`config.mk`:
```
export PLATFORM = sky130hd
export DESIGN_NAME = scanout_flat
export DESIGN_NICKNAME = d
export VERILOG_FILES = /design/src/verilog/disp_pkg.sv /design/src/verilog/px_pkg.sv /design/src/verilog/buf_port_if.sv /design/src/verilog/scanout.sv /design/src/flat_wrapper.sv
export SDC_FILE = /design/constraint.sdc
export NUM_CORES = 1
export LEC_CHECK = 0
export BUFFER_PORTS_ARGS = -buffer_cell sky130_fd_sc_hd__buf_2
export CAP_MARGIN = 20
export CORE_AREA = 2 2 82 84
export DETAILED_ROUTE_END_ITERATION = 10
export DIE_AREA = 0 0 84 86
export PLACE_DENSITY_LB_ADDON = 0.08
export SLEW_MARGIN = 40
export SYNTH_ARGS = -nofsm -noshare
export SYNTH_HDL_FRONTEND = slang
export SYNTH_SLANG_ARGS = --single-unit
```
`constraint.sdc`:
```
create_clock -name clk_pix -period 2.7 [get_ports clk_pix]
set_clock_uncertainty 0.05 [all_clocks]
set_input_delay 0.54 -clock clk_pix [delete_from_list [all_inputs] [get_ports clk_pix]]
set_output_delay 0.54 -clock clk_pix [all_outputs]
set_load 0.01 [all_outputs]
```
`src/verilog/disp_pkg.sv`:
```
`default_nettype none

package disp_pkg;

    // 640x480 at 60 Hz, 25.175 MHz pixel clock
    localparam int H_ACTIVE = 640;
    localparam int H_FRONT  = 16;
    localparam int H_SYNC   = 96;
    localparam int H_BACK   = 48;
    localparam int H_TOTAL  = H_ACTIVE + H_FRONT + H_SYNC + H_BACK;

    localparam int V_ACTIVE = 480;
    localparam int V_FRONT  = 10;
    localparam int V_SYNC   = 2;
    localparam int V_BACK   = 33;
    localparam int V_TOTAL  = V_ACTIVE + V_FRONT + V_SYNC + V_BACK;

    localparam int COORD_W = 11;   // holds 0..H_TOTAL-1

    // frame and depth buffers share one geometry
    localparam int FB_W       = 160;
    localparam int FB_H       = 120;
    localparam int BUF_DEPTH  = FB_W * FB_H;
    localparam int BUF_ADDR_W = $clog2(BUF_DEPTH);

    // counters to pins: ram read, then palette and output register
    localparam int SCAN_LAT = 2;

endpackage

`default_nettype wire

```
`src/verilog/px_pkg.sv`:
```
`default_nettype none

package px_pkg;

    typedef logic [3:0]  color_idx_t;
    typedef logic [11:0] depth_t;

    typedef struct packed {
        logic [3:0] red;
        logic [3:0] green;
        logic [3:0] blue;
    } rgb_t;

    localparam color_idx_t FB_CLEAR = 4'd0;
    localparam depth_t     DB_CLEAR = 12'd4095;   // farthest depth

    // fixed colour lookup, index 0 is the cleared colour
    localparam rgb_t PALETTE [16] = '{
        12'h000, 12'h125, 12'h725, 12'h085,
        12'ha53, 12'h554, 12'hccc, 12'hffe,
        12'hf04, 12'hfa0, 12'hfe2, 12'h0e3,
        12'h2af, 12'h879, 12'hf7a, 12'hfca
    };

    localparam rgb_t BG_COLOR = 12'h137;

endpackage

`default_nettype wire

```
`src/verilog/buf_port_if.sv`:
```
`default_nettype none

interface buf_port_if
    import px_pkg::*;
#(
    parameter int ADDR_W = 15
);

    logic              req;
    logic              we;
    logic [ADDR_W-1:0] addr;
    color_idx_t        wr_idx;
    depth_t            wr_depth;
    logic              gnt;       // access happens in this cycle
    color_idx_t        rd_idx;    // valid one cycle after gnt
    depth_t            rd_depth;

    modport requester (
        output req, we, addr, wr_idx, wr_depth,
        input  gnt, rd_idx, rd_depth
    );

    modport arbiter (
        input  req, we, addr, wr_idx, wr_depth,
        output gnt, rd_idx, rd_depth
    );

endinterface

`default_nettype wire

```
`src/verilog/scanout.sv`:
```
`default_nettype none

module scanout
    import disp_pkg::*;
    import px_pkg::*;
(
    input  wire logic               clk_pix,
    input  wire logic               i_arst_n,
    input  wire logic [COORD_W-1:0] i_sx,
    input  wire logic [COORD_W-1:0] i_sy,
    input  wire logic               i_hsync,
    input  wire logic               i_vsync,
    input  wire logic               i_de,
    input  wire logic               i_frame,
    buf_port_if.requester           scan_port,
    output rgb_t                    o_rgb,
    output logic                    o_hsync,
    output logic                    o_vsync,
    output logic                    o_de
);

    logic                  in_fb;
    logic                  in_db;
    logic [BUF_ADDR_W-1:0] fb_addr;
    logic [BUF_ADDR_W-1:0] db_addr;
    logic [BUF_ADDR_W-1:0] fb_base;
    logic [BUF_ADDR_W-1:0] db_base;
    logic                  fb_q;
    logic                  db_q;
    logic [SCAN_LAT-1:0]   hs_pipe;
    logic [SCAN_LAT-1:0]   vs_pipe;
    logic [SCAN_LAT-1:0]   de_pipe;

    always_comb begin
        in_fb   = (i_sy < FB_H) && (i_sx < FB_W);
        in_db   = (i_sy < FB_H) && (i_sx >= FB_W) && (i_sx < 2 * FB_W);
        // frame pulse sits on pixel (0,0), so that read already uses address 0
        fb_base = i_frame ? '0 : fb_addr;
        db_base = i_frame ? '0 : db_addr;
    end

    // the two regions never overlap, one port is enough
    assign scan_port.req      = in_fb || in_db;
    assign scan_port.we       = 1'b0;
    assign scan_port.addr     = in_fb ? fb_base : db_base;
    assign scan_port.wr_idx   = '0;
    assign scan_port.wr_depth = '0;

    always_ff @(posedge clk_pix or negedge i_arst_n) begin
        if (!i_arst_n) begin
            fb_addr <= '0;
            db_addr <= '0;
        end else begin
            fb_addr <= (in_fb && scan_port.gnt) ? fb_base + 1'b1 : fb_base;
            db_addr <= (in_db && scan_port.gnt) ? db_base + 1'b1 : db_base;
        end
    end

    // region flags ride with the ram read, sync and enable with the whole path
    always_ff @(posedge clk_pix or negedge i_arst_n) begin
        if (!i_arst_n) begin
            fb_q    <= 1'b0;
            db_q    <= 1'b0;
            hs_pipe <= '1;
            vs_pipe <= '1;
            de_pipe <= '0;
        end else begin
            fb_q    <= in_fb;
            db_q    <= in_db;
            hs_pipe <= {hs_pipe[SCAN_LAT-2:0], i_hsync};
            vs_pipe <= {vs_pipe[SCAN_LAT-2:0], i_vsync};
            de_pipe <= {de_pipe[SCAN_LAT-2:0], i_de};
        end
    end

    always_ff @(posedge clk_pix or negedge i_arst_n) begin
        if (!i_arst_n) begin
            o_rgb <= '0;
        end else if (fb_q) begin
            o_rgb <= PALETTE[scan_port.rd_idx];
        end else if (db_q) begin
            o_rgb <= '{red: scan_port.rd_depth[11:8], green: 4'h0, blue: 4'h0};   // red shade
        end else if (de_pipe[0]) begin
            o_rgb <= BG_COLOR;
        end else begin
            o_rgb <= '0;   // blanking
        end
    end

    assign o_hsync = hs_pipe[SCAN_LAT-1];
    assign o_vsync = vs_pipe[SCAN_LAT-1];
    assign o_de    = de_pipe[SCAN_LAT-1];

    // display reads must never be delayed by clear or raster traffic
    a_scan_wins: assert property (@(posedge clk_pix) disable iff (!i_arst_n)
        scan_port.req |-> scan_port.gnt)
        else $error("scanout: read request not granted");

endmodule

`default_nettype wire

```
`src/flat_wrapper.sv`:
```
// flat-port wrapper written by rule: the top's interface ports become plain ports
module scanout_flat import disp_pkg::*; import px_pkg::*;
  (clk_pix, i_arst_n, i_sx, i_sy, i_hsync, i_vsync, i_de, i_frame, o_rgb, o_hsync, o_vsync, o_de, scan_port_req, scan_port_we, scan_port_addr, scan_port_wr_idx, scan_port_wr_depth, scan_port_gnt, scan_port_rd_idx, scan_port_rd_depth);
  buf_port_if scan_port_i ();
  input  wire logic clk_pix;
  input  wire logic i_arst_n;
  input  wire logic [COORD_W-1:0] i_sx;
  input  wire logic [COORD_W-1:0] i_sy;
  input  wire logic i_hsync;
  input  wire logic i_vsync;
  input  wire logic i_de;
  input  wire logic i_frame;
  output rgb_t o_rgb;
  output logic o_hsync;
  output logic o_vsync;
  output logic o_de;
  output wire logic [$bits(scan_port_i.req)-1:0] scan_port_req;
  output wire logic [$bits(scan_port_i.we)-1:0] scan_port_we;
  output wire logic [$bits(scan_port_i.addr)-1:0] scan_port_addr;
  output wire logic [$bits(scan_port_i.wr_idx)-1:0] scan_port_wr_idx;
  output wire logic [$bits(scan_port_i.wr_depth)-1:0] scan_port_wr_depth;
  input wire logic [$bits(scan_port_i.gnt)-1:0] scan_port_gnt;
  input wire logic [$bits(scan_port_i.rd_idx)-1:0] scan_port_rd_idx;
  input wire logic [$bits(scan_port_i.rd_depth)-1:0] scan_port_rd_depth;
  assign scan_port_req = scan_port_i.req;
  assign scan_port_we = scan_port_i.we;
  assign scan_port_addr = scan_port_i.addr;
  assign scan_port_wr_idx = scan_port_i.wr_idx;
  assign scan_port_wr_depth = scan_port_i.wr_depth;
  assign scan_port_i.gnt = scan_port_gnt;
  assign scan_port_i.rd_idx = scan_port_rd_idx;
  assign scan_port_i.rd_depth = scan_port_rd_depth;
  scanout u_core (.clk_pix(clk_pix), .i_arst_n(i_arst_n), .i_sx(i_sx), .i_sy(i_sy), .i_hsync(i_hsync), .i_vsync(i_vsync), .i_de(i_de), .i_frame(i_frame), .scan_port(scan_port_i), .o_rgb(o_rgb), .o_hsync(o_hsync), .o_vsync(o_vsync), .o_de(o_de));
endmodule
```
==> results.py, run 1 <==
metrics = {
    "status": {
        "outcome": "finished clean",
    },
    "cts": {
        "numCtsBuffers": 5,
        "max-clock-path-buffers": 2,
        "hold_buffers": 0,
        "cts-root-buf": "sky130_fd_sc_hd__clkbuf_8",
        "tritoncts": "yes",
        "clkSlewWorstSetupHoldPaths_ns": 0.09,
        "clock_insertion_delay_at_the_later_pin_of_the_skew_report_ns": 0.30,
        "cts.htree.levels": 2,
        "cts_num_sinks": 50,
    },
    "final_layout": {
        "final_design_area_no_fill_mm2": 0.00345,
        "drive_gt1_frac": 0.254,
        "utilization": 0.549,
        "final.fill_count": 593,
        "area_growth_pct": 13.1,
        "final_net_count": 445,
        "antenna_cells": 0,
    },
    "critical_path": {
        "reg2reg_depth": 6,
        "critPathMaxFanout": 19,
        "reg2reg_slack_ns": 0.58,
        "crit_chain": "buf_2 -> nor4_4 -> nand4_2 -> clkinv_2 -> mux2_2 -> buf_2",
        "r2r_endpoint": "u_core.fb_addr[14]",
        "critical-path-top-cell-by-count": "sky130_fd_sc_hd__buf_2",
        "timing.critical_path.from_type": "primary input",
        "critPathCaptureType": "primary output",
        "regToRegStartpoint": "u_core.fb_addr[0]",
        "critical_path_class": "in -> out",
        "critical_path_required_ns": 2.11,
        "timing.critical_path.slowest_cell_delay_ns": 0.36,
        "timing.critical_path.arrival_ns": 1.95,
        "crit_slowest_cell": "sky130_fd_sc_hd__mux2_2",
    },
    "global_route": {
        "globalRouteOverflowTotal": 0,
        "first_global_vias": 2370,
        "antenna_found_initial": 0,
        "grt_pass1_wl_um": 10900,
        "pin_count_of_the_biggest_net_entering_global_routing": 41,
        "groute.usage.overall": 0.184,
    },
    "yosys": {
        "synth-xor-area-share": 0.0287,
        "synth_seq_cells": 50,
        "main_combinational_cell_family_by_area_after_synthesis": "simple AND/OR/NAND/NOR gates",
        "synth_enable_flop_cells": 0,
        "post-synth-top-area-cell": "sky130_fd_sc_hd__dfrtp_1",
        "synth_common_cells": "48 x sky130_fd_sc_hd__nand2_1, 46 x sky130_fd_sc_hd__dfrtp_1, 26 x sky130_fd_sc_hd__a21oi_1",
        "portion_of_the_post_synthesis_area_used_by_sequential_elements": 0.412,
        "post_synth_inst_count": 338,
        "synth_area_mm2": 0.00305,
        "simple_gate_area_share_of_the_yosys_netlist": 0.273,
        "synth_area_leaders": "sky130_fd_sc_hd__dfrtp_1 38%, sky130_fd_sc_hd__nand2_1 5.9%, sky130_fd_sc_hd__mux2_2 5.5%, sky130_fd_sc_hd__a21oi_1 4.3%, sky130_fd_sc_hd__buf_4 4.2%",
        "synth_compound_gate_area_share": 0.121,
        "flip_flop_cell_with_the_highest_count_after_synthesis": "sky130_fd_sc_hd__dfrtp_1",
        "syn_avg_cell_area_um2": 9.02,
        "adder_cell_share_of_the_synthesized_area": 0.0328,
        "ys_warn_count": 0,
        "synth.top_cell.area_share": 0.378,
        "postSynth.asyncResetShare": 1.00,
        "synth.distinct_cells": 51,
        "synth_mux_area_frac": 0.0554,
        "synth.most_common_cell": "sky130_fd_sc_hd__nand2_1",
    },
    "floorplan": {
        "fp.dieArea_mm2": 0.00722,
        "floorplan.initialDensity": 0.486,
        "die-height_um": 86,
        "rows": 29,
        "floorplan.io_pins": 93,
        "core_region_area_mm2": 0.00628,
        "floorplan.die.width_um": 84,
    },
    "placement": {
        "hpwl_um": 4650,
        "place.gp.congestion": 0.868,
        "detailedPlace.worstSlack_ns": 0.104,
        "detailed_place.area_mm2": 0.00334,
        "placement.io_buffers": 59,
    },
    "timing": {
        "fin_hold_ws_ns": 0.152,
        "finalWorstSetupSlack_ns": 0.164,
        "worst_slew_pin_slew_ns": 0.533,
        "timing.final.crit_share": 0.939,
        "report.final.setup_viol": 0,
        "relSlewSlack": 0.645,
        "finalHoldViolCount": 0,
        "fin_setup_tns_ns": 0,
        "finalCriticalPeriod_ns": 2.54,
        "final-max-slew-violation-count": 0,
        "clock.fmax_mhz": 394,
        "rsz0062_at_grt": "no",
    },
    "power": {
        "power_report.internal_total_mw": 1.08,
        "comb_power_share": 0.105,
        "static-leakage-power_nw": 1.58,
        "seq_power_share": 0.531,
        "power_per_cell_area_mw_per_mm2": 417,
        "max-vdd-ir-drop_v": 0.000235,
        "power.switching_uw": 353,
        "power.share.clock": 0.364,
        "power.share.switching": 0.245,
    },
    "min_path": {
        "worstHoldPathType": "in -> async",
    },
    "detailed_routing": {
        "firstDrtPassIters": 4,
        "detail_route.drc_violations": 0,
        "avgRoutedWirePerCell_um": 14.0,
        "drt_iter0_markers": 114,
        "drtAntennaViolNets": 0,
        "route.detailed.vias_per_inst": 5.39,
        "dr_total_vias": 2534,
        "drt-total-wl_um": 6560,
    },
    "run": {
        "cap_violations": 0,
    },
}
-- power by group through the flow --
stage / sequential, mW / clock [mW] / combinational, mW
floorplan: 0.783 / 0 / 0.0973
global placement: 0.778 / 0 / 0.150
detailed placement: 0.778 / 0 / 0.151
CTS: 0.763 / 0.543 / 0.152
global route: 0.764 / 0.570 / 0.170
finish: 0.763 / 0.524 / 0.150
-- per-layer routing --
metal | wire length, um | GRT usage | share of wire | vias up
met5 | 0 | 0 | 0 | -
li1 | - | - | - | 1259
met1 | 3100 | 0.248 | 0.47 | 1199
met2 | 3040 | 0.303 | 0.46 | 69
met3 | 346 | 0.0404 | 0.053 | 7
met4 | 72 | 0.0484 | 0.011 | 0
-- layout make-up --
type / instances / area, um2 / share of cell area
Clock buffer: 5 / 68.8 / 0.0200
Clock inverter: 3 / 40.0 / 0.0116
Inverter: 8 / 31.3 / 0.00907
Multi-Input combinational cell: 263 / 1620 / 0.470
Sequential cell: 50 / 1260 / 0.364
Tap cell: 77 / 96.3 / 0.0279
Timing Repair Buffer: 64 / 335 / 0.0972
-- worst max-delay path, delay by kind of cell --
family / cells / cell delay (ns)
buffers and inverters: 3 / 0.51
AND/OR/NAND/NOR: 2 / 0.53
multiplexers: 1 / 0.36
-- flip-flops by register name, summed over array words and instances, names as in the netlist --
signal / count
u_core.o_rgb: 12
u_core.db_addr: 15
u_core.vs_pipe: 2
u_core.fb_addr: 15
u_core.hs_pipe: 2
u_core.fb_q: 1
u_core.db_q: 1
u_core.de_pipe: 2
-- cells by family after synthesis --
family,after synthesis
fa+ha+maj,8
xor+xnor,10
buf+inv,41
simple gates,154
flops,50
other cells,1
compound gates,59
mux,15
-- metrics by stage --
step	instances	power [mW]
3_3_place_gp	462	0.928
3_5_place_dp	462	0.929
6_report	470	1.44
5_1_grt	470	1.50
4_1_cts	470	1.46
2_1_floorplan	354	0.880
-- cell usage in the layout, fill, tap and decap left out, types with 2 or more instances in the layout --
cell type / count
sky130_fd_sc_hd__ha_1: 8
sky130_fd_sc_hd__nor4_1: 8
sky130_fd_sc_hd__nor2_1: 25
sky130_fd_sc_hd__a21oi_1: 26
sky130_fd_sc_hd__o31ai_1: 6
sky130_fd_sc_hd__a31oi_1: 2
sky130_fd_sc_hd__nand2_1: 48
sky130_fd_sc_hd__inv_1: 6
sky130_fd_sc_hd__and4b_1: 2
sky130_fd_sc_hd__xnor2_1: 10
sky130_fd_sc_hd__and4_1: 2
sky130_fd_sc_hd__clkbuf_8: 5
sky130_fd_sc_hd__and3_1: 3
sky130_fd_sc_hd__or2_2: 3
sky130_fd_sc_hd__dfstp_2: 4
sky130_fd_sc_hd__nand2b_1: 3
sky130_fd_sc_hd__a211o_1: 2
sky130_fd_sc_hd__clkinv_2: 3
sky130_fd_sc_hd__buf_2: 58
sky130_fd_sc_hd__or4_1: 6
sky130_fd_sc_hd__mux2_2: 15
sky130_fd_sc_hd__a211oi_1: 3
sky130_fd_sc_hd__and3b_1: 2
sky130_fd_sc_hd__nand3_1: 13
sky130_fd_sc_hd__dfrtp_1: 46
sky130_fd_sc_hd__conb_1: 17
sky130_fd_sc_hd__nand4_2: 2
sky130_fd_sc_hd__a21boi_0: 2
sky130_fd_sc_hd__nand4_1: 6
sky130_fd_sc_hd__nor3b_1: 2
sky130_fd_sc_hd__o22ai_1: 2
sky130_fd_sc_hd__nor3_1: 4
sky130_fd_sc_hd__o21a_1: 3
sky130_fd_sc_hd__o21ai_0: 6
sky130_fd_sc_hd__nor4b_1: 3
sky130_fd_sc_hd__nor2b_1: 17
sky130_fd_sc_hd__buf_4: 6
-- how the worst max path moves through the flow --
stage	end	cells after the start	from	slack, ns
floorplan	scan_port_addr[9]	7	i_sy[10]	0.34
global placement	scan_port_addr[0]	6	i_sy[10]	0.11
detailed placement	scan_port_addr[1]	6	i_sy[10]	0.10
CTS	scan_port_addr[0]	6	i_sy[10]	0.10
global route	scan_port_addr[1]	6	i_sx[6]	0.03
finish	scan_port_addr[0]	6	i_sy[10]	0.16
-- timing repair --
action,4_1_cts,5_1_grt
resized for setup,0,1
endpoints found under the setup margin,0,3
setup buffers,0,0
No activity file was read; power rests on OpenSTA's default activity.
==> run 2, diff against run 1 <==
Settings changed: MAX_ROUTING_LAYER set to met4.
==> results.py, run 2 (synthesis gave the netlist of run 1 again) <==
metrics = {
    "power": {
        "power.share.clock": 0.363,
        "power.share.switching": 0.244,
        "power_report.internal_total_mw": 1.08,
        "power.switching_uw": 350,
        "seq_power_share": 0.532,
        "max-vdd-ir-drop_v": 0.000232,
        "total_power_mw": 1.43,
        "static-leakage-power_nw": 1.58,
        "power_per_cell_area_mw_per_mm2": 416,
        "comb_power_share": 0.105,
    },
    "detailed_routing": {
        "drtAntennaViolNets": 0,
        "route.detailed.vias_per_inst": 5.40,
        "detail_route.drc_violations": 0,
        "firstDrtPassIters": 4,
        "dr_total_vias": 2539,
        "avgRoutedWirePerCell_um": 14.0,
        "drt_iter0_markers": 107,
        "drt-total-wl_um": 6560,
    },
    "timing": {
        "timing.final.crit_share": 0.939,
        "clock.fmax_mhz": 394,
        "finalWorstSetupSlack_ns": 0.164,
        "fin_setup_tns_ns": 0,
        "report.final.setup_viol": 0,
        "fin_hold_ws_ns": 0.155,
        "final-max-slew-violation-count": 0,
        "finalHoldViolCount": 0,
        "finalCriticalPeriod_ns": 2.54,
        "relSlewSlack": 0.649,
        "worst_slew_pin_slew_ns": 0.527,
        "rsz0062_at_grt": "no",
    },
    "final_layout": {
        "drive_gt1_frac": 0.254,
        "most-common-layout-cells": "58 x sky130_fd_sc_hd__buf_2, 48 x sky130_fd_sc_hd__nand2_1, 46 x sky130_fd_sc_hd__dfrtp_1",
        "most_frequent_standard_cell_in_the_layout_excluding_fill_and_tap_cells": "sky130_fd_sc_hd__buf_2",
        "finish.cell_count_without_fillers": 470,
        "final_design_area_no_fill_mm2": 0.00345,
        "utilization": 0.549,
        "final_net_count": 445,
        "area_growth_pct": 13.1,
        "layout_top_registers": "u_core.db_addr x15, u_core.fb_addr x15, u_core.o_rgb x12",
        "antenna_cells": 0,
    },
    "global_route": {
        "groute.usage.overall": 0.189,
        "globalRouteOverflowTotal": 0,
        "grt_pass1_wl_um": 10900,
        "antenna_found_initial": 0,
        "first_global_vias": 2367,
        "pin_count_of_the_biggest_net_entering_global_routing": 41,
    },
    "placement": {
        "detailed_place.area_mm2": 0.00334,
        "hpwl_um": 4650,
        "place.gp.congestion": 0.882,
        "detailedPlace.worstSlack_ns": 0.104,
        "post-place-cells": 462,
        "placement.io_buffers": 59,
    },
    "critical_path": {
        "critical_path_class": "in -> out",
        "critical-path-top-delay-family": "simple AND/OR/NAND/NOR gates",
        "critical-path-top-cell-by-count": "sky130_fd_sc_hd__buf_2",
        "regToRegStartpoint": "u_core.fb_addr[0]",
        "reg2reg_slack_ns": 0.59,
        "crit_slowest_cell": "sky130_fd_sc_hd__mux2_2",
        "worstPathBufferInverterCount": 3,
        "crit_chain": "buf_2 -> nor4_4 -> nand4_2 -> clkinv_2 -> mux2_2 -> buf_2",
        "timing.critical_path.arrival_ns": 1.95,
        "timing.critical_path.from_type": "primary input",
        "timing.critical_path.slowest_cell_delay_ns": 0.36,
        "r2r_endpoint": "u_core.fb_addr[14]",
        "reg2reg_depth": 6,
        "critical_path_required_ns": 2.11,
        "critPathCaptureType": "primary output",
        "critPathMaxFanout": 19,
    },
    "cts": {
        "postCtsResizedCells": 0,
        "max-clock-path-buffers": 2,
        "cts.htree.levels": 2,
        "cts-root-buf": "sky130_fd_sc_hd__clkbuf_8",
        "tritoncts": "yes",
        "clock_insertion_delay_at_the_later_pin_of_the_skew_report_ns": 0.30,
        "numCtsBuffers": 5,
        "post_cts.repair.setup_buffers": 0,
        "clkSlewWorstSetupHoldPaths_ns": 0.09,
        "hold_buffers": 0,
        "cts_num_sinks": 50,
    },
    "floorplan": {
        "fp.dieArea_mm2": 0.00722,
        "floorplan.initialDensity": 0.486,
        "rows": 29,
        "floorplan.die.width_um": 84,
        "die-height_um": 86,
        "core_region_area_mm2": 0.00628,
        "floorplan.io_pins": 93,
    },
    "status": {
        "outcome": "finished clean",
    },
    "min_path": {
        "worstHoldPathType": "in -> async",
    },
    "run": {
        "cap_violations": 0,
    },
}
[run 2: worst max path at each step]
stage | start | slack, ns | to | cells after the start
3_5_place_dp | i_sy[10] | 0.10 | scan_port_addr[1] | 6
4_1_cts | i_sy[10] | 0.10 | scan_port_addr[0] | 6
2_1_floorplan | i_sy[10] | 0.34 | scan_port_addr[9] | 7
6_report | i_sy[10] | 0.16 | scan_port_addr[0] | 6
5_1_grt | i_sx[6] | 0.03 | scan_port_addr[1] | 6
3_3_place_gp | i_sy[10] | 0.11 | scan_port_addr[0] | 6
[run 2: power by group through the flow]
stage | registers, mW | clock network [mW] | logic (mW)
after detailed placement | 0.778 | 0 | 0.151
after global placement | 0.778 | 0 | 0.150
final | 0.763 | 0.521 | 0.150
after CTS | 0.763 | 0.543 | 0.152
after floorplan | 0.783 | 0 | 0.0973
after global routing | 0.764 | 0.570 | 0.170
[run 2: final cells by class]
cell class | count | area [um2]
fillers | 593 | 2830
multi-input cells | 263 | 1620
flip-flops and latches | 50 | 1260
repair buffers | 64 | 335
well taps | 77 | 96.3
clock buffers | 5 | 68.8
clock inverters | 3 | 40.0
inverters | 8 | 31.3
[run 2: metal layers]
metal | global-route usage | wire length [um] | up-vias
met2 | 0.303 | 3090 | 73
met1 | 0.249 | 3100 | 1201
met4 | 0.0484 | 36 | 0
met3 | 0.0385 | 340 | 4
met5 | - | 0 | -
li1 | - | - | 1261
